--- src/verilog/mdu_config.svh ---
`ifndef MDU_CONFIG_SVH
`define MDU_CONFIG_SVH

// Operand and result width of the unit.
`define XLEN 32

// Divider step counter, must reach DIV_LAST.
`define DIV_CNT_W 6

// Counter value at which the divider answers.
`define DIV_LAST (`XLEN + 1)

`endif

--- src/verilog/mdu_pkg.sv ---
`include "mdu_config.svh"

package mdu_pkg;

  typedef enum logic [2:0] {
    f3_mul    = 3'd0,
    f3_mulh   = 3'd1,
    f3_mulhsu = 3'd2,
    f3_mulhu  = 3'd3,
    f3_div    = 3'd4,
    f3_divu   = 3'd5,
    f3_rem    = 3'd6,
    f3_remu   = 3'd7
  } funct3_type;

  // One flag per operation, at most one set.
  typedef struct packed {
    logic mul;
    logic mulh;
    logic mulhsu;
    logic mulhu;
    logic divs;
    logic divu;
    logic rem;
    logic remu;
  } op_type;

  typedef struct packed {
    logic [`XLEN-1:0]      data1;
    logic [`XLEN-1:0]      data2;
    logic [`XLEN-1:0]      op1;      // Dividend magnitude.
    logic [`XLEN-1:0]      op2;      // Divisor magnitude.
    op_type                op;
    logic                  neg_quot;
    logic                  op1_neg;
    logic                  div_zero;
    logic                  overflow;
    logic [2*`XLEN:0]      result;   // Remainder high, quotient low.
    logic [`DIV_CNT_W-1:0] counter;
  } div_reg_type;

  localparam div_reg_type init_div_reg = '{
    data1:    '0,
    data2:    '0,
    op1:      '0,
    op2:      '0,
    op:       '0,
    neg_quot: 1'b0,
    op1_neg:  1'b0,
    div_zero: 1'b0,
    overflow: 1'b0,
    result:   '0,
    counter:  '0
  };

  typedef struct packed {
    logic [2*`XLEN+1:0] product;
    logic               high;
    logic               ready;
  } mul_reg_type;

  localparam mul_reg_type init_mul_reg = '{
    product: '0,
    high:    1'b0,
    ready:   1'b0
  };

endpackage

--- src/verilog/mdu_if.sv ---
`timescale 1ns/100ps
`include "mdu_config.svh"

interface mdu_if;
  import mdu_pkg::*;

  logic             enable;
  op_type           op;
  logic [`XLEN-1:0] rdata1;
  logic [`XLEN-1:0] rdata2;
  logic [`XLEN-1:0] result;
  logic             ready;

  modport issuer (
    output enable, op, rdata1, rdata2,
    input  result, ready
  );

  modport unit (
    input  enable, op, rdata1, rdata2,
    output result, ready
  );

endinterface

--- src/verilog/mdu_mul.sv ---
`timescale 1ns/100ps
`include "mdu_config.svh"

module mdu_mul (
  input logic  clk,
  input logic  rst,
  mdu_if.unit  bus
);
  import mdu_pkg::*;

  mul_reg_type  r;
  mul_reg_type  rin;
  logic         op1_signed;
  logic         op2_signed;
  logic [`XLEN:0] op_a;
  logic [`XLEN:0] op_b;

  always_comb begin
    op1_signed = bus.op.mulh | bus.op.mulhsu;
    op2_signed = bus.op.mulh;

    // One extra bit lets a single signed multiply cover all four forms.
    op_a = {op1_signed & bus.rdata1[`XLEN-1], bus.rdata1};
    op_b = {op2_signed & bus.rdata2[`XLEN-1], bus.rdata2};

    rin = r;
    rin.ready = bus.enable;
    if (bus.enable) begin
      rin.product = $signed(op_a) * $signed(op_b);
      rin.high = bus.op.mulh | bus.op.mulhsu | bus.op.mulhu;
    end
  end

  assign bus.ready = r.ready;
  assign bus.result = r.high ? r.product[2*`XLEN-1:`XLEN] :
                               r.product[`XLEN-1:0];

  always_ff @(posedge clk) begin
    if (rst == 1'b0) begin
      r <= init_mul_reg;
    end else begin
      r <= rin;
    end
  end

endmodule

--- src/verilog/mdu_div.sv ---
`timescale 1ns/100ps
`include "mdu_config.svh"

module mdu_div (
  input logic  clk,
  input logic  rst,
  mdu_if.unit  bus
);
  import mdu_pkg::*;

  div_reg_type           r;
  div_reg_type           rin;
  div_reg_type           v;
  logic                  sign;
  logic [`DIV_CNT_W-1:0] lz;
  logic [2*`XLEN:0]      trial;
  logic [`XLEN:0]        diff;
  logic [`XLEN-1:0]      quot;
  logic [`XLEN-1:0]      remd;
  logic                  last;

  function automatic logic [`DIV_CNT_W-1:0] lead_zeros(input logic [`XLEN-1:0] x);
    logic [`DIV_CNT_W-1:0] n;
    logic                  found;
    n = '0;
    found = 1'b0;
    for (int i = `XLEN-1; i >= 0; i--) begin
      if (x[i]) begin
        found = 1'b1;
      end else if (!found) begin
        n = n + 1'b1;
      end
    end
    return n;
  endfunction

  assign last = (r.counter == `DIV_CNT_W'(`DIV_LAST));

  always_comb begin
    v = r;
    sign = bus.op.divs | bus.op.rem;
    lz = '0;
    trial = {r.result[2*`XLEN-1:0], 1'b0};
    diff = trial[2*`XLEN:`XLEN] - {1'b0, r.op2};

    if (r.counter == '0) begin
      if (bus.enable) begin
        v.data1 = bus.rdata1;
        v.data2 = bus.rdata2;
        v.op = bus.op;
        v.op1_neg = sign & bus.rdata1[`XLEN-1];
        v.neg_quot = sign & (bus.rdata1[`XLEN-1] ^ bus.rdata2[`XLEN-1]);
        v.op1 = v.op1_neg ? -bus.rdata1 : bus.rdata1;
        v.op2 = (sign & bus.rdata2[`XLEN-1]) ? -bus.rdata2 : bus.rdata2;
        v.div_zero = (bus.rdata2 == '0);
        v.overflow = sign & (bus.rdata1 == {1'b1, {(`XLEN-1){1'b0}}}) &
                     (&bus.rdata2);
        lz = lead_zeros(v.op1);
        v.result = {{(`XLEN+1){1'b0}}, v.op1} << lz;  // Skip leading zeros.
        if (v.div_zero | v.overflow) begin
          v.counter = `DIV_CNT_W'(`DIV_LAST);
        end else begin
          v.counter = lz + 1'b1;
        end
      end
    end else if (last) begin
      v.counter = '0;
    end else begin
      // Restore when the trial subtraction borrows.
      if (!diff[`XLEN]) begin
        v.result = {diff, trial[`XLEN-1:1], 1'b1};
      end else begin
        v.result = trial;
      end
      v.counter = r.counter + 1'b1;
    end

    rin = v;
  end

  always_comb begin
    quot = r.result[`XLEN-1:0];
    remd = r.result[2*`XLEN-1:`XLEN];
    if (r.neg_quot) begin
      quot = -quot;
    end
    if (r.op1_neg) begin
      remd = -remd;  // Remainder takes the dividend's sign.
    end

    bus.ready = last;
    bus.result = '0;
    if (last) begin
      if (r.op.divs | r.op.divu) begin
        if (r.div_zero) begin
          bus.result = '1;
        end else if (r.overflow) begin
          bus.result = {1'b1, {(`XLEN-1){1'b0}}};
        end else begin
          bus.result = quot;
        end
      end else begin
        if (r.div_zero) begin
          bus.result = r.data1;
        end else if (r.overflow) begin
          bus.result = '0;
        end else begin
          bus.result = remd;
        end
      end
    end
  end

  always_ff @(posedge clk) begin
    if (rst == 1'b0) begin
      r <= init_div_reg;
    end else begin
      r <= rin;
    end
  end

  a_start_idle: assert property (@(posedge clk) disable iff (rst == 1'b0)
    bus.enable |-> r.counter == '0);

  a_rem_range: assert property (@(posedge clk) disable iff (rst == 1'b0)
    last && !r.div_zero && !r.overflow |-> r.result[2*`XLEN-1:`XLEN] < r.op2);

endmodule

--- src/verilog/mdu_dispatch.sv ---
`timescale 1ns/100ps
`include "mdu_config.svh"

module mdu_dispatch (
  input  logic               clk,
  input  logic               rst,
  input  logic               enable,
  input  mdu_pkg::funct3_type funct3,
  input  logic [`XLEN-1:0]   rdata1,
  input  logic [`XLEN-1:0]   rdata2,
  output logic [`XLEN-1:0]   result,
  output logic               ready,
  output logic               busy,
  mdu_if.issuer              mul_bus,
  mdu_if.issuer              div_bus
);
  import mdu_pkg::*;

  op_type op;
  logic   is_div;

  always_comb begin
    op = '0;
    case (funct3)
      f3_mul:    op.mul = 1'b1;
      f3_mulh:   op.mulh = 1'b1;
      f3_mulhsu: op.mulhsu = 1'b1;
      f3_mulhu:  op.mulhu = 1'b1;
      f3_div:    op.divs = 1'b1;
      f3_divu:   op.divu = 1'b1;
      f3_rem:    op.rem = 1'b1;
      f3_remu:   op.remu = 1'b1;
      default:   op = '0;
    endcase
  end

  assign is_div = op.divs | op.divu | op.rem | op.remu;

  assign mul_bus.enable = enable & ~is_div;
  assign mul_bus.op = op;
  assign mul_bus.rdata1 = rdata1;
  assign mul_bus.rdata2 = rdata2;

  assign div_bus.enable = enable & is_div;
  assign div_bus.op = op;
  assign div_bus.rdata1 = rdata1;
  assign div_bus.rdata2 = rdata2;

  assign ready = mul_bus.ready | div_bus.ready;
  assign result = div_bus.ready ? div_bus.result : mul_bus.result;

  // High from the cycle after enable through the ready cycle.
  always_ff @(posedge clk) begin
    if (rst == 1'b0) begin
      busy <= 1'b0;
    end else if (enable) begin
      busy <= 1'b1;
    end else if (ready) begin
      busy <= 1'b0;
    end
  end

  a_ready_excl: assert property (@(posedge clk) disable iff (rst == 1'b0)
    !(mul_bus.ready && div_bus.ready));

  a_no_issue_busy: assert property (@(posedge clk) disable iff (rst == 1'b0)
    busy |-> !enable);

endmodule

--- src/verilog/mdu_top.sv ---
`timescale 1ns/100ps
`include "mdu_config.svh"

module mdu_top (
  input  logic               clk,
  input  logic               rst,
  input  logic               enable,
  input  mdu_pkg::funct3_type funct3,
  input  logic [`XLEN-1:0]   rdata1,
  input  logic [`XLEN-1:0]   rdata2,
  output logic [`XLEN-1:0]   result,
  output logic               ready,
  output logic               busy
);

  mdu_if mul_bus ();
  mdu_if div_bus ();

  mdu_dispatch u_dispatch (
    .clk     (clk),
    .rst     (rst),
    .enable  (enable),
    .funct3  (funct3),
    .rdata1  (rdata1),
    .rdata2  (rdata2),
    .result  (result),
    .ready   (ready),
    .busy    (busy),
    .mul_bus (mul_bus.issuer),
    .div_bus (div_bus.issuer)
  );

  mdu_mul u_mul (
    .clk (clk),
    .rst (rst),
    .bus (mul_bus.unit)
  );

  mdu_div u_div (
    .clk (clk),
    .rst (rst),
    .bus (div_bus.unit)
  );

endmodule

--- config.mk ---
export PLATFORM = sky130hd
export DESIGN_NAME = mdu_top
export DESIGN_NICKNAME = d
export VERILOG_FILES = /design/src/verilog/mdu_pkg.sv /design/src/verilog/mdu_if.sv /design/src/verilog/mdu_mul.sv /design/src/verilog/mdu_div.sv /design/src/verilog/mdu_dispatch.sv /design/src/verilog/mdu_top.sv
export VERILOG_INCLUDE_DIRS = /design/src /design/src/verilog
export SDC_FILE = /design/constraint.sdc
export NUM_CORES = 2
export LEC_CHECK = 0
export BUFFER_PORTS_ARGS = -buffer_cell sky130_fd_sc_hd__buf_2
export CORE_MARGIN = 5
export CORE_UTILIZATION = 61
export CTS_CLUSTER_SIZE = 8
export DETAILED_ROUTE_END_ITERATION = 8
export PLACE_DENSITY = 0.81
export SLEW_MARGIN = 20
export SYNTH_ARGS = -nofsm -noshare
export SYNTH_HDL_FRONTEND = slang
export SYNTH_SLANG_ARGS = --single-unit
--- constraint.sdc ---
create_clock -name clk -period 22 [get_ports clk]
set_input_delay 2.2 -clock clk [delete_from_list [all_inputs] [get_ports clk]]
set_output_delay 2.2 -clock clk [all_outputs]
set_load 0.05 [all_outputs]
Word level (Yosys, flattened, before mapping)
Index checks and enable logic that the tools add are counted.

Logic and storage cells: 337. Input bits: 70. Flip-flop bits (word level): 207. Output and inout bits: 34.

Shift-type cells: 1. $mul: 1. Add/sub/neg operators: 38. Multiplexer cells: 246. Reduce and logical (&&, ||, !) cells: 6. Equal/unequal tests: 11. Bitwise operators: 20.

Operators by type and width (number): 6-bit 2-to-1 mux (128); 32-bit 2-to-1 mux (11); 6-bit by 1-bit adder with 6-bit output, second input constant (33); 70-bit 2-to-1 mux (2); 64-bit 2-to-1 mux (2); 32-bit negation (4); 1-bit 2-to-1 mux (103); 33-bit by 33-bit multiplier with 64-bit output (1); 32-bit by 6-bit << shifter with 64-bit output (1); 33-bit by 32-bit subtractor with 33-bit output (1); 32-bit equality test, second input constant (1); 32-bit logical NOT (1); 32-bit AND reduction (1); 3-bit equality test, second input constant (4); 1-bit bitwise AND (9); 1-bit bitwise OR (9); 3-bit by 2-bit equality test with 1-bit output, second input constant (2); 6-bit equality test, second input constant (1); 6-bit logical NOT (1); 2-bit AND reduction (2); 3-bit by 1-bit equality test with 1-bit output, second input constant (1); 2-bit by 1-bit != test with 1-bit output, second input constant (1); 2-bit != test, second input constant (1); 2-bit nonzero test (1); other kinds (2) (2).

Logic depth before layout (Yosys ltp)
Word-level depth: 167. Depth in mapped cells: 116. Depth with buffers taken out: 113.

Hierarchy
Synthesis repeated with hierarchy kept, for this count alone.

Cell total of the unflattened synthesis: 7313. Area total of the unflattened synthesis: 61076.1 µm².

By module, submodules not included: mdu_mul (cells an instance 4459, seq. area each 1321.3 µm², area an instance 40627.7 µm², instances 1); mdu_div (cells an instance 2665, seq. area each 2802.7 µm², area an instance 18768.0 µm², instances 1); mdu_dispatch (cells an instance 189, seq. area each 20.0 µm², area an instance 1680.4 µm², instances 1).

Worst setup path after synthesis
Ideal clock, no wire load.

Path type: input to register. Start point: input port rdata1[17]. End point: register u_div.r[27] (netlist bit). Data required time: 21.941 ns. Slack: -0.909 ns. Stages on the path: 114. Arrival time: 22.850 ns. Library setup time: 0.059 ns. Path buffers: 4. Cell sequence: clkbuf_1 -> nor4_2 -> nand2_1 -> o31ai_1 -> and3_1 -> clkbuf_1 -> a21oi_1 -> ha_1 -> nor2_1 -> nor2_1 -> ha_1 -> mux2_1 -> a22oi_1 -> inv_1 -> ha_1 -> a21o_1 -> ha_1 -> a21oi_1 -> [78 not listed] -> ha_1 -> a21oi_1 -> o21a_1 -> inv_1 -> ha_1 -> mux2_2 -> a21oi_1 -> o21a_1 -> clkbuf_1 -> clkbuf_1 -> mux2i_1 -> mux2i_1 -> mux2_2 -> mux2_2 -> nand2_1 -> o21ai_0 -> o211ai_1 -> o211a_1.

Longest elaborated chain between the ends: 163. Elaborated cells on any way between the ends: 256. Classes of those cells: 32 x add/sub; 1 x shift; 223 x mux.

Ends and longest elaborated chain: start: declaration (line mdu_top.sv:9) `` input logic [`XLEN-1:0] rdata1, ``; 32-bit negation (line mdu_div.sv:53) `v.op1 = v.op1_neg ? -bus.rdata1 : bus.rdata1;`; 32-bit 2-to-1 mux (*) (line mdu_div.sv:53); 1-bit 2-to-1 mux (line mdu_div.sv:28) `if (x[i]) begin`; 6-bit 2-to-1 mux (line mdu_div.sv:47) `if (bus.enable) begin`; 6-bit 2-to-1 mux (line mdu_div.sv:46) `if (r.counter == '0) begin`; 6-bit by 1-bit adder with 6-bit output (line mdu_div.sv:31) `n = n + 1'b1;`; 6-bit 2-to-1 mux (line mdu_div.sv:30) `end else if (!found) begin`; 6-bit 2-to-1 mux (line mdu_div.sv:28); [147 not listed]; 6-bit by 1-bit adder with 6-bit output (line mdu_div.sv:31); 6-bit 2-to-1 mux (line mdu_div.sv:30); 6-bit 2-to-1 mux (line mdu_div.sv:28); 6-bit 2-to-1 mux (line mdu_div.sv:47); 6-bit 2-to-1 mux (line mdu_div.sv:46); 32-bit by 6-bit << shifter with 64-bit output (*) (line mdu_div.sv:59) `` v.result = {{(`XLEN+1){1'b0}}, v.op1} << lz; ``; 70-bit 2-to-1 mux (*) (line mdu_div.sv:47); 70-bit 2-to-1 mux (*) (line mdu_div.sv:46); end signal: assignment (line mdu_div.sv:116) `r <= init_div_reg;`; end signal: assignment (line mdu_div.sv:118) `r <= rin;`; end: declaration (line mdu_div.sv:11) `div_reg_type r;`.

Mark *: on every way between the ends. The rest lies on a longest branch, timed or not. The select of a mux whose other input is x is not followed. A chain may end at the register's enable or synchronous reset.

Worst setup path in the final report
Start point: input port rdata1[10]. End point: register u_div.r[43] (netlist bit).

Same word-level chain as after synthesis.

==> results.sh <==
export IMPL_num_io_pins=104
export IMPL_multi_input_area_um2=48400
export IMPL_cts_root_buf="clkbuf_16"
export IMPL_fp_coreArea_um2=93300
export IMPL_status="completed"
export IMPL_avgRoutedWirePerCell_um=23.5
export IMPL_final_util=0.673
export IMPL_r2r_cells=28
export IMPL_yosys_top_cells_count="1288 x nand2_1, 1126 x fa_1, 1104 x inv_1"
export IMPL_critPathRequiredTime_ns=22.49
export IMPL_place_gp_congestion=1.05
export IMPL_finalHoldViolCount=0
export IMPL_worstSetupPathType="primary input to flop"
export IMPL_crit_slowest_cell="or4_4"
export IMPL_wl_um=192000
export IMPL_yosysMostFrequentCell="nand2_1"
export IMPL_rows=112
export IMPL_synth_area_per_cell_um2=8.39
export IMPL_critPathArrivalTime_ns=22.47
export IMPL_io_buffer_count=103
export IMPL_path_clk_slew_ns=0.05
export IMPL_setup_viol=0
export IMPL_synth_flop_cell="dfxtp_1"
export IMPL_drtIter0Drc=5099
export IMPL_antenna_found_initial=9
export IMPL_holdPathStages=2
export IMPL_drtPass1Iterations=6
export IMPL_holdWs_ns=0.462
export IMPL_ant_nets=0
export IMPL_start_util=0.614
export IMPL_netlist_instances=6826
export IMPL_slowest_delay_ns=0.56
export IMPL_num_vias=50236
export IMPL_synth_largest_area_cell="fa_1"
export IMPL_r2r_setup_slack_ns=15.02
export IMPL_fin_worst_skew_ns=0.0181
export IMPL_insertion_delay_ns=0.57
export IMPL_crit_fanout=6
export IMPL_hold_class="flop to flop"
export IMPL_cts_buffers=30
export IMPL_clock_sinks=207
export IMPL_ys_seq_area_frac=0.0724
export IMPL_layout_worst_path_cycle_share=0.999
export IMPL_seq_area_um2=4150
export IMPL_cts_max_path_buffers=3
export IMPL_stdcell_count=8176
export IMPL_finalCriticalPeriod_ns=21.97
export IMPL_grt_pass1_wl_um=296000
export IMPL_synthDistinctLibCells=100
export IMPL_tightest_slew_ns=1.31
export IMPL_grt_max_degree=112
export IMPL_max_slew_margin=0.122
export IMPL_ys_ff_latch=207
export IMPL_syn_nets=8305
export IMPL_netlist_area_um2=57300
export IMPL_crit_top_cell="ha_1"
export IMPL_async_flop_share=0
export IMPL_drc=0
export IMPL_fin_nets=8387
export IMPL_drive_gt1_frac=0.112
export IMPL_die_x_um=316
export IMPL_grt_pass1_vias=52145
export IMPL_yosys_warnings=0
export IMPL_fmax_mhz=45.5
export IMPL_grt_ovfl_total=0
export IMPL_area_growth_pct=9.67
export IMPL_cts_tree="yes"
export IMPL_n_fill_cell=7520
export IMPL_synthTopCellsByArea="fa_1 39%, nand2_1 8.4%, dfxtp_1 7.2%"
export IMPL_placedCellCount=8076
export IMPL_synth_top_cell_area_share=0.394
export IMPL_dp_hpwl_um=146000
export IMPL_synth_edf_count=0
export IMPL_grt_usage=0.383
export IMPL_slew_viol_final=0
export IMPL_end_kind="flop"
export IMPL_drt_vias_per_instance=6.14
export IMPL_ctsHtreeMaxLevel=1
export IMPL_cp_start_kind="primary input"
export IMPL_dieArea_um2=100000
export IMPL_maxCapViolCount=0
export IMPL_rsz0062_at_grt="yes"
export IMPL_fp_dieH_um=316
layout make-up:
| cell class | instances | share of cell area |
|---|---|---|
| Tap cell | 1254 | 0.0250 |
| Antenna cell | 9 | 0.000359 |
| Clock buffer | 35 | 0.0124 |
| Timing Repair Buffer | 496 | 0.0586 |
| Sequential cell | 207 | 0.0660 |
| Clock inverter | 2 | 0.000339 |
| Multi-Input combinational cell | 5067 | 0.771 |
| Inverter | 1106 | 0.0663 |
cell families (layout without fill, tap and decap cells):
| group | after synthesis | after routing | share of synthesized area |
|---|---|---|---|
| simple gates | 2228 | 2229 | 0.180 |
| buf+inv | 1553 | 1639 | 0.103 |
| fa+ha+maj | 1410 | 1410 | 0.456 |
| compound gates | 963 | 963 | 0.110 |
| xor+xnor | 283 | 283 | 0.0467 |
| flops | 207 | 207 | 0.0724 |
| mux | 182 | 182 | 0.0324 |
| other cells | 0 | 9 | 0 |
layer usage:
metal / track usage / share of wire / wire (um) / vias up
li1: - / - / - / 21534
met1: 0.483 / 0.36 / 68800 / 25034
met2: 0.607 / 0.45 / 87000 / 2899
met3: 0.0978 / 0.12 / 22400 / 763
met4: 0.210 / 0.072 / 13900 / 6
met5: 0.0145 / 0.0012 / 229 / -
per-stage QoR:
| stage | worst slack, ns | setup TNS, ns | cell area, um^2 |
|---|---|---|---|
| floorplan | 0.0156 | 0 | 57400 |
| global placement | -0.758 | -31.47 | 60400 |
| detailed placement | -1.18 | -60.90 | 60400 |
| CTS | 0.00687 | 0 | 61800 |
| global route | -0.873 | -42.52 | 62800 |
| finish | 0.0287 | 0 | 62800 |
cells in the final DEF, fill, tap and decap left out, types with 31 or more instances in the layout:
cell type | synthesis | routed
fa_1 | 1126 | 1126
o31ai_1 | 35 | 33
nand2_1 | 1288 | 1272
buf_4 | 4 | 374
ha_1 | 283 | 271
and2_1 | 309 | 308
o211ai_1 | 32 | 32
and3_1 | 32 | 31
dfxtp_1 | 207 | 205
buf_2 | 17 | 100
mux2i_1 | 163 | 107
nor2_1 | 191 | 180
nor2b_1 | 39 | 37
a21oi_1 | 170 | 155
o211a_1 | 55 | 55
or3_1 | 52 | 52
xnor2_1 | 158 | 154
o21ai_0 | 294 | 269
nand3_1 | 71 | 68
a21boi_0 | 71 | 70
a21o_1 | 44 | 44
inv_1 | 1104 | 1097
nor3_1 | 71 | 67
xor2_1 | 109 | 108
worst paths after layout:
check                         endpoint                 startpoint
max           u_div.r[43]$_SDFFE_PN0P_                 rdata1[10]
min          u_div.r[210]$_SDFFE_PN0P_  u_div.r[210]$_SDFFE_PN0P_
max reg2reg   u_div.r[40]$_SDFFE_PN0P_   u_div.r[37]$_SDFFE_PN0P_
min reg2reg  u_div.r[210]$_SDFFE_PN0P_  u_div.r[210]$_SDFFE_PN0P_
sequential cells by signal, indices dropped and copies added (netlist names):
name             count
u_div.r            140
u_dispatch.busy      1
u_mul.r             65
u_mul.bus.ready      1
timing repair:
action,4_1_cts,5_1_grt
gates cloned,3,1
gates resized for setup,52,199
pin swaps,52,104
setup buffers,30,25
hold buffers,0,0
endpoints found under the setup margin,66,69
critical path: cells and delay by family:
family	cells	cell delay (ns)
AOI/OAI and AO/OA	30	4.41
adders and majority gates	29	7.93
xor gates and xnor gates	1	0.16
muxes	20	3.65
and+or+nand+nor	22	2.87
buffers and inverters	12	1.17
Power is left out: the tool's default activity adds up to more than one toggle a clock period on the data nets, which glitch-free logic cannot reach.
